**src/fetch_pkg.sv**
```systemverilog
////////////////////////////////////////////////////////////
// RV32 fetch stage types; all widths fixed by the ISA
////////////////////////////////////////////////////////////

`default_nettype none

package fetch_pkg;

  // data and address width
  localparam int XLEN = 32;

  // register file geometry
  localparam int REG_IDX_W = 5;
  localparam int REG_COUNT = 32;

  // rs field positions inside an instruction word
  localparam int RS1_LSB = 15;
  localparam int RS2_LSB = 20;

  typedef logic [XLEN-1:0]      addr_t;
  typedef logic [XLEN-1:0]      word_t;
  typedef logic [REG_IDX_W-1:0] reg_idx_t;

  // pc after reset
  localparam addr_t RESET_PC = 32'h0000_0000;

  // one uncompressed instruction per step
  localparam addr_t PC_STEP = 32'd4;

  // fetch controller states
  typedef enum logic [1:0] {
    IDLE     = 2'd0,
    WAIT_ACK = 2'd1,
    DISCARD  = 2'd2
  } fetch_state_e;

  // payload toward decode, also the buffer entry
  typedef struct packed {
    addr_t pc;
    word_t ir;
  } fetch_out_t;

endpackage

`default_nettype wire
```
**src/fetch_stage.sv**
```systemverilog
////////////////////////////////////////////////////////////
// register reads follow the buffer head, valid with fetch_vld
////////////////////////////////////////////////////////////

`timescale 1ns/10ps
`default_nettype none

module fetch_stage (
  input  logic                  clk,
  input  logic                  rst_n,
  output fetch_pkg::addr_t      instr_addr,
  output logic                  instr_req,
  input  fetch_pkg::word_t      instr_data,
  input  logic                  instr_ack,
  output fetch_pkg::fetch_out_t fetch,
  output logic                  fetch_vld,
  input  logic                  fetch_rdy,
  input  logic                  branch,
  input  fetch_pkg::addr_t      branch_target,
  output fetch_pkg::word_t      regrd_rs1,
  output fetch_pkg::word_t      regrd_rs2,
  input  logic                  regwr_en,
  input  fetch_pkg::reg_idx_t   regwr_sel,
  input  fetch_pkg::word_t      regwr_data
);

  logic                word_accept;
  logic                full;
  fetch_pkg::reg_idx_t rs1_sel;
  fetch_pkg::reg_idx_t rs2_sel;

  // rs fields of the instruction at the buffer head
  assign rs1_sel = fetch.ir[fetch_pkg::RS1_LSB +: fetch_pkg::REG_IDX_W];
  assign rs2_sel = fetch.ir[fetch_pkg::RS2_LSB +: fetch_pkg::REG_IDX_W];

  // the pc is the memory address
  fetch_pc u_pc (
    .clk          (clk),
    .rst_n        (rst_n),
    .branch       (branch),
    .branch_target(branch_target),
    .word_accept  (word_accept),
    .pc           (instr_addr)
  );

  fetch_ctrl u_ctrl (
    .clk        (clk),
    .rst_n      (rst_n),
    .branch     (branch),
    .full       (full),
    .instr_ack  (instr_ack),
    .instr_req  (instr_req),
    .word_accept(word_accept)
  );

  fetch_buffer u_buf (
    .clk        (clk),
    .rst_n      (rst_n),
    .branch     (branch),
    .word_accept(word_accept),
    .pc         (instr_addr),
    .instr_data (instr_data),
    .fetch      (fetch),
    .fetch_vld  (fetch_vld),
    .fetch_rdy  (fetch_rdy),
    .full       (full)
  );

  fetch_regfile u_rf (
    .clk       (clk),
    .rst_n     (rst_n),
    .rs1_sel   (rs1_sel),
    .rs2_sel   (rs2_sel),
    .rs1_data  (regrd_rs1),
    .rs2_data  (regrd_rs2),
    .regwr_en  (regwr_en),
    .regwr_sel (regwr_sel),
    .regwr_data(regwr_data)
  );

endmodule

`default_nettype wire

```
**src/fetch_regfile.sv**
```systemverilog
////////////////////////////////////////////////////////////
// no write-to-read bypass; a write shows one cycle later
////////////////////////////////////////////////////////////

`timescale 1ns/10ps
`default_nettype none

module fetch_regfile (
  input  logic                clk,
  input  logic                rst_n,
  input  fetch_pkg::reg_idx_t rs1_sel,
  input  fetch_pkg::reg_idx_t rs2_sel,
  output fetch_pkg::word_t    rs1_data,
  output fetch_pkg::word_t    rs2_data,
  input  logic                regwr_en,
  input  fetch_pkg::reg_idx_t regwr_sel,
  input  fetch_pkg::word_t    regwr_data
);

  fetch_pkg::word_t regs [fetch_pkg::REG_COUNT];

  // x0 is never written
  always_ff @(posedge clk) begin
    if (!rst_n) begin
      for (int i = 0; i < fetch_pkg::REG_COUNT; i++) begin
        regs[i] <= '0;
      end
    end else if (regwr_en && (regwr_sel != '0)) begin
      regs[regwr_sel] <= regwr_data;
    end
  end

  // combinational reads, x0 forced to zero
  always_comb begin
    if (rs1_sel == '0) begin
      rs1_data = '0;
    end else begin
      rs1_data = regs[rs1_sel];
    end
  end

  always_comb begin
    if (rs2_sel == '0) begin
      rs2_data = '0;
    end else begin
      rs2_data = regs[rs2_sel];
    end
  end

endmodule

`default_nettype wire

```
**src/fetch_buffer.sv**
```systemverilog
////////////////////////////////////////////////////////////
// two entries; a write while full is never issued by
// the controller, so it is not checked here
////////////////////////////////////////////////////////////

`timescale 1ns/10ps
`default_nettype none

module fetch_buffer (
  input  logic                  clk,
  input  logic                  rst_n,
  input  logic                  branch,
  input  logic                  word_accept,
  input  fetch_pkg::addr_t      pc,
  input  fetch_pkg::word_t      instr_data,
  output fetch_pkg::fetch_out_t fetch,
  output logic                  fetch_vld,
  input  logic                  fetch_rdy,
  output logic                  full
);

  // head drives decode directly, tail is the second slot
  fetch_pkg::fetch_out_t head_q;
  fetch_pkg::fetch_out_t tail_q;
  fetch_pkg::fetch_out_t new_entry;
  logic                  head_vld;
  logic                  tail_vld;
  logic                  pop;

  assign new_entry = '{pc: pc, ir: instr_data};
  assign pop       = head_vld && fetch_rdy;

  // occupancy flags
  always_ff @(posedge clk) begin
    if (!rst_n || branch) begin
      head_vld <= 1'b0;
      tail_vld <= 1'b0;
    end else if (pop && !word_accept) begin
      head_vld <= tail_vld;
      tail_vld <= 1'b0;
    end else if (word_accept && !pop) begin
      head_vld <= 1'b1;
      tail_vld <= head_vld;
    end
  end

  // payload moves without reset
  always_ff @(posedge clk) begin
    if (pop) begin
      if (tail_vld) begin
        head_q <= tail_q;
        tail_q <= new_entry;
      end else begin
        head_q <= new_entry;
      end
    end else if (word_accept) begin
      if (head_vld) begin
        tail_q <= new_entry;
      end else begin
        head_q <= new_entry;
      end
    end
  end

  assign fetch     = head_q;
  assign fetch_vld = head_vld;
  assign full      = tail_vld;

endmodule

`default_nettype wire

```
**src/fetch_ctrl.sv**
```systemverilog
////////////////////////////////////////////////////////////
// one outstanding request at a time; no request starts
// while the buffer is full or a branch is present
////////////////////////////////////////////////////////////

`timescale 1ns/10ps
`default_nettype none

module fetch_ctrl (
  input  logic clk,
  input  logic rst_n,
  input  logic branch,
  input  logic full,
  input  logic instr_ack,
  output logic instr_req,
  output logic word_accept
);

  fetch_pkg::fetch_state_e state_q;
  fetch_pkg::fetch_state_e state_d;

  always_comb begin
    state_d     = state_q;
    word_accept = 1'b0;

    case (state_q)
      fetch_pkg::IDLE: begin
        if (!full && !branch) begin
          state_d = fetch_pkg::WAIT_ACK;
        end
      end

      fetch_pkg::WAIT_ACK: begin
        if (branch) begin
          // ack together with branch ends the request right away
          state_d = instr_ack ? fetch_pkg::IDLE : fetch_pkg::DISCARD;
        end else if (instr_ack) begin
          state_d     = fetch_pkg::IDLE;
          word_accept = 1'b1;
        end
      end

      fetch_pkg::DISCARD: begin
        // stale word, wait for it but never keep it
        if (instr_ack) begin
          state_d = fetch_pkg::IDLE;
        end
      end

      default: begin
        state_d = fetch_pkg::IDLE;
      end
    endcase
  end

  always_ff @(posedge clk) begin
    if (!rst_n) begin
      state_q <= fetch_pkg::IDLE;
    end else begin
      state_q <= state_d;
    end
  end

  // request held until the ack cycle, also for a stale word
  assign instr_req = (state_q == fetch_pkg::WAIT_ACK) ||
                     (state_q == fetch_pkg::DISCARD);

endmodule

`default_nettype wire

```
**src/fetch_pc.sv**
```systemverilog
////////////////////////////////////////////////////////////
// a branch moves pc, and so instr_addr, even while a
// request is pending; the word then in flight is dropped
////////////////////////////////////////////////////////////

`timescale 1ns/10ps
`default_nettype none

module fetch_pc (
  input  logic            clk,
  input  logic            rst_n,
  input  logic            branch,
  input  fetch_pkg::addr_t branch_target,
  input  logic            word_accept,
  output fetch_pkg::addr_t pc
);

  fetch_pkg::addr_t pc_next;

  // branch wins over a word accepted in the same cycle
  always_comb begin
    pc_next = pc;
    if (branch) begin
      pc_next = branch_target;
    end else if (word_accept) begin
      pc_next = pc + fetch_pkg::PC_STEP;
    end
  end

  always_ff @(posedge clk) begin
    if (!rst_n) begin
      pc <= fetch_pkg::RESET_PC;
    end else begin
      pc <= pc_next;
    end
  end

endmodule

`default_nettype wire

```
**config.mk**
```make
export PLATFORM = sky130hd
export DESIGN_NAME = fetch_stage
export DESIGN_NICKNAME = d
export VERILOG_FILES = /design/src/fetch_pkg.sv /design/src/fetch_stage.sv /design/src/fetch_regfile.sv /design/src/fetch_buffer.sv /design/src/fetch_ctrl.sv /design/src/fetch_pc.sv
export SDC_FILE = /design/constraint.sdc
export NUM_CORES = 2
export LEC_CHECK = 0
export BUFFER_PORTS_ARGS = -buffer_cell sky130_fd_sc_hd__buf_2
export CORE_AREA = 5 5 340 342
export CTS_BUF_LIST = sky130_fd_sc_hd__clkbuf_4 sky130_fd_sc_hd__clkbuf_8
export CTS_CLUSTER_DIAMETER = 80
export DETAILED_ROUTE_END_ITERATION = 8
export DIE_AREA = 0 0 345 347
export GPL_ROUTABILITY_DRIVEN = 0
export GPL_TIMING_DRIVEN = 0
export MAX_ROUTING_LAYER = met4
export PLACE_DENSITY = 0.72
export SYNTH_ARGS = -nofsm -noshare
export SYNTH_HDL_FRONTEND = slang
export SYNTH_SLANG_ARGS = --single-unit
export TNS_END_PERCENT = 5
```
**constraint.sdc**
```tcl
create_clock -name clk -period 9.95 [get_ports clk]
set_input_delay 1.99 -clock clk [delete_from_list [all_inputs] [get_ports clk]]
set_output_delay 1.99 -clock clk [all_outputs]
set_load 0.01 [all_outputs]
```
==> qor.txt <==
status: complete, no violations
Post-DP Area: 65900 sq um
VDD IR max: 0.118 mV
grt ovf: 0
DRC violations left: 0
P_leak: 24.2 nW
setup repair bufs after CTS: 0
crit path kind: register to primary output
CTS max path bufs: 3
count of final setup violators: 0
fin crit period: 7.58 ns
starting density of the core: 54.7%
first-pass GRT wire length: 298 mm
Synth Cell Area: 61300 sq um
Avg Cell Area, Syn: 15.5 sq um
share of the synthesized area in the top cell type: 56.4%
synth top area cells: edfxtp_1 (56%), mux4_2 (19%), and2_1 (10%)
Clock Latency Late Sink: 0.93 ns
endpoint type of the worst setup path: primary output
total global-route track usage: 35.9%
Design Area, Final: 69800 sq um
Final Hold Viols: 0
# IOs: 269
register area share after synthesis: 57.9%
port buffer count: 267
WP data arrival: 5.59 ns
HPWL Detailed: 150 mm
Most used DFF post-synth: edfxtp_1
Post-CTS Hold Fix Bufs: 0
area grow syn2layout: 13.8%
core area: 112000 sq um
post-synth cell types: 53
Top delay family on crit path: buffers and inverters
share of layout cells above drive strength 1: 28.8%
actual slew at the worst max-slew pin: 1.39 ns
num rows: 123
R2R Setup Slk: 7.25 ns
Max Fclk: 132 MHz
DR WL/cell: 34.4 microns
Die Wd: 345 microns
Synth warnings: 0
Via density: 6.81
CP max stage cell: buf_1
CTS root buffer: clkbuf_8
Routed Antenna Nets: 0
crit path launch type: register
clock tree sinks: 1198
Pre-Repair DR Iteration Count: 6
final period utilization: 76.1%
flops & latches, synth: 1198
Mapped Cells: 3955
skew final: 0.0212 ns
CTS Buf Count: 196
CP dominant cell by count: buf_2
Setup TNS: 0 ns
vias in the first global route: 41588
Endpoint, Worst Hold: u_buf.tail_q[44]
met1 Usage GRT: 46.5%
P per Cell Area: 167 nW/um^2
Data required, critical path: 7.96 ns
CTS tree: done
RSZ-0062 raised after global routing: false
fraction of registers with async set/reset: 0%
RR Endpoint: u_buf.fetch[33]
Final nets: 4604
r2r worst-path depth: 8
CTS H-Tree Depth: 4
Post-Route WL: 212 mm
worst-path fanout max: 10
Post-synth EDFFs: 1152
die area: 120000 sq um
CP peak stage delay: 1.08 ns
Worst Path Buf+Inv: 6
cts repair resizes: 0
GR Util met3: 9.46%
relative slew slack: 7.39%
Hold Crit Depth: 0
largest net degree at the start of global routing: 65
Min-Delay Startpoint: u_pc.pc[12]
Worst R2R Start: u_ctrl.state_q[1]
Most Used Layer, Global Route: met2
via count: 41946
Hold Crit Class: register to register
fin. max-slew vios: 0
Initial DRC Count: 7274
Synth area leader: edfxtp_1
Max-Cap Viols: 0
die height: 347 microns
grt met2 use: 52.4%
initial antenna violation count: 12
CP Cell Sequence: buf_2, buf_2, buf_2, buf_1, clkbuf_1, o211ai_1, a31oi_1, buf_2
Clock Pin Slew Worst Setup and Hold Paths: 0.06 ns
-- cells in the final DEF (no fill, tap or decap), types with 17 or more instances in the layout --
cell	Yosys	routed
clkbuf_8	0	198
clkinv_1	1	52
clkbuf_4	0	74
o21ai_4	0	31
buf_12	0	18
nand2b_1	64	64
or4_1	17	17
edfxtp_1	1152	1152
buf_2	104	371
o21ai_0	49	18
a22oi_1	65	65
a221o_1	64	64
mux2i_1	131	131
nor2_1	55	55
o211ai_1	65	65
and2_1	994	993
clkbuf_1	303	301
conb_1	1	32
mux2_2	75	75
dfxtp_1	46	46
nand2_1	30	30
a31oi_1	78	78
buf_16	0	21
mux4_2	512	512
-- cell type report --
| type | instances | area, sq um |
|---|---|---|
| diodes | 11 | 27.5 |
| plain buffers | 420 | 1720 |
| clock buffers | 270 | 3270 |
| clock inverters | 83 | 558 |
| fillers | 8389 | 42300 |
| inverters | 14 | 52.6 |
| multi-input cells | 2354 | 24500 |
| flip-flops and latches | 1198 | 35500 |
| well taps | 1500 | 1880 |
| repair buffers | 306 | 2270 |
-- Yosys cell counts (all sizes together), types with 3 or more instances --
master and count:
nand2 30, a21oi 8, a311oi 5, buf 117
or4 17, nor3 5, nor2b 10, a211oi 6
inv 13, nand3b 6, ha 7, nand4b 3
a22oi 65, o211ai 65, and4 3, and3 7
and2 994, nor2 55, nand3 11, or3b 4
dfxtp 46, or3 8, o21ai 49, mux4 512
nand4 10, nand2b 64, a221o 64, edfxtp 1152
o31ai 6, o311ai 4, mux2 75, a31oi 78
mux2i 131, clkbuf 303, xnor2 5
-- cell families after synthesis --
logic type | Yosys count | share of synthesized area [%]
flops | 1198 | 57.9
other cells | 1 | 0.00612
compound gates | 359 | 4.31
fa+ha+maj | 7 | 0.143
mux | 718 | 22.3
xor+xnor | 6 | 0.0857
buf+inv | 434 | 2.88
simple gates | 1232 | 12.3
-- power breakdown --
part	leakage (nW)	internal (mW)	switching [mW]
Sequential	11.3	5.78	0.142
Clock	2.03	2.22	2.10
Combinational	10.9	0.567	0.814
Total	24.2	8.57	3.06
-- layer usage --
layer  part of all wire [%]  vias up  routed length, microns
li1                       -    16489                       -
met4                    6.9        0                   14700
met3                     13      726                   28200
met5                      0        -                       0
met1                     35    21141                   74400
met2                     45     3590                   94500
-- registers in the layout, summed over array words and instances, names as in the netlist, named ones only --
| register | cells |
|---|---|
| u_buf.fetch | 64 |
| u_buf.fetch_vld | 1 |
| u_buf.full | 1 |
| u_buf.tail_q | 64 |
| u_ctrl.state_q | 2 |
| u_pc.pc | 32 |
| u_rf.regs | 1024 |
-- worst register-to-register path: stages (launching register included) --
cell and delay [ns]:
dfxtp_1 0.33, inv_1 0.13, ha_1 0.15, buf_2 0.20, nand3b_1 0.11, clkbuf_1 0.27
o21ai_0 0.35, clkbuf_4 0.45, buf_16 0.30
-- through the flow --
step / util, % / std cells / hold WS (ns) / power (mW) / setup WS (ns)
after detailed placement: 58.8 / 5792 / 0.455 / 7.37 / 3.78
after floorplan: - / 3986 / 0.501 / 6.76 / 4.36
after global routing: 62.3 / 6154 / 0.496 / 11.9 / 2.41
after global placement: 57.7 / 5753 / 0.453 / 7.31 / 1.03
after CTS: 62.2 / 6145 / 0.472 / 11.6 / 2.77
final: 62.3 / 6156 / 0.471 / 11.6 / 2.37
-- worst max-delay path by stage --
stage | endpoint | slack [ns] | cells after the start | from
final | regrd_rs1[2] | 2.37 | 8 | register
after global routing | regrd_rs1[2] | 2.41 | 8 | register
after CTS | regrd_rs2[2] | 2.77 | 8 | register
after detailed placement | regrd_rs2[2] | 3.78 | 8 | register
after global placement | u_rf.regs[3][6] | 1.03 | 4 | rst_n
after floorplan | u_rf.regs[20][0] | 4.36 | 5 | rst_n
(Power assumes the default switching activity.)
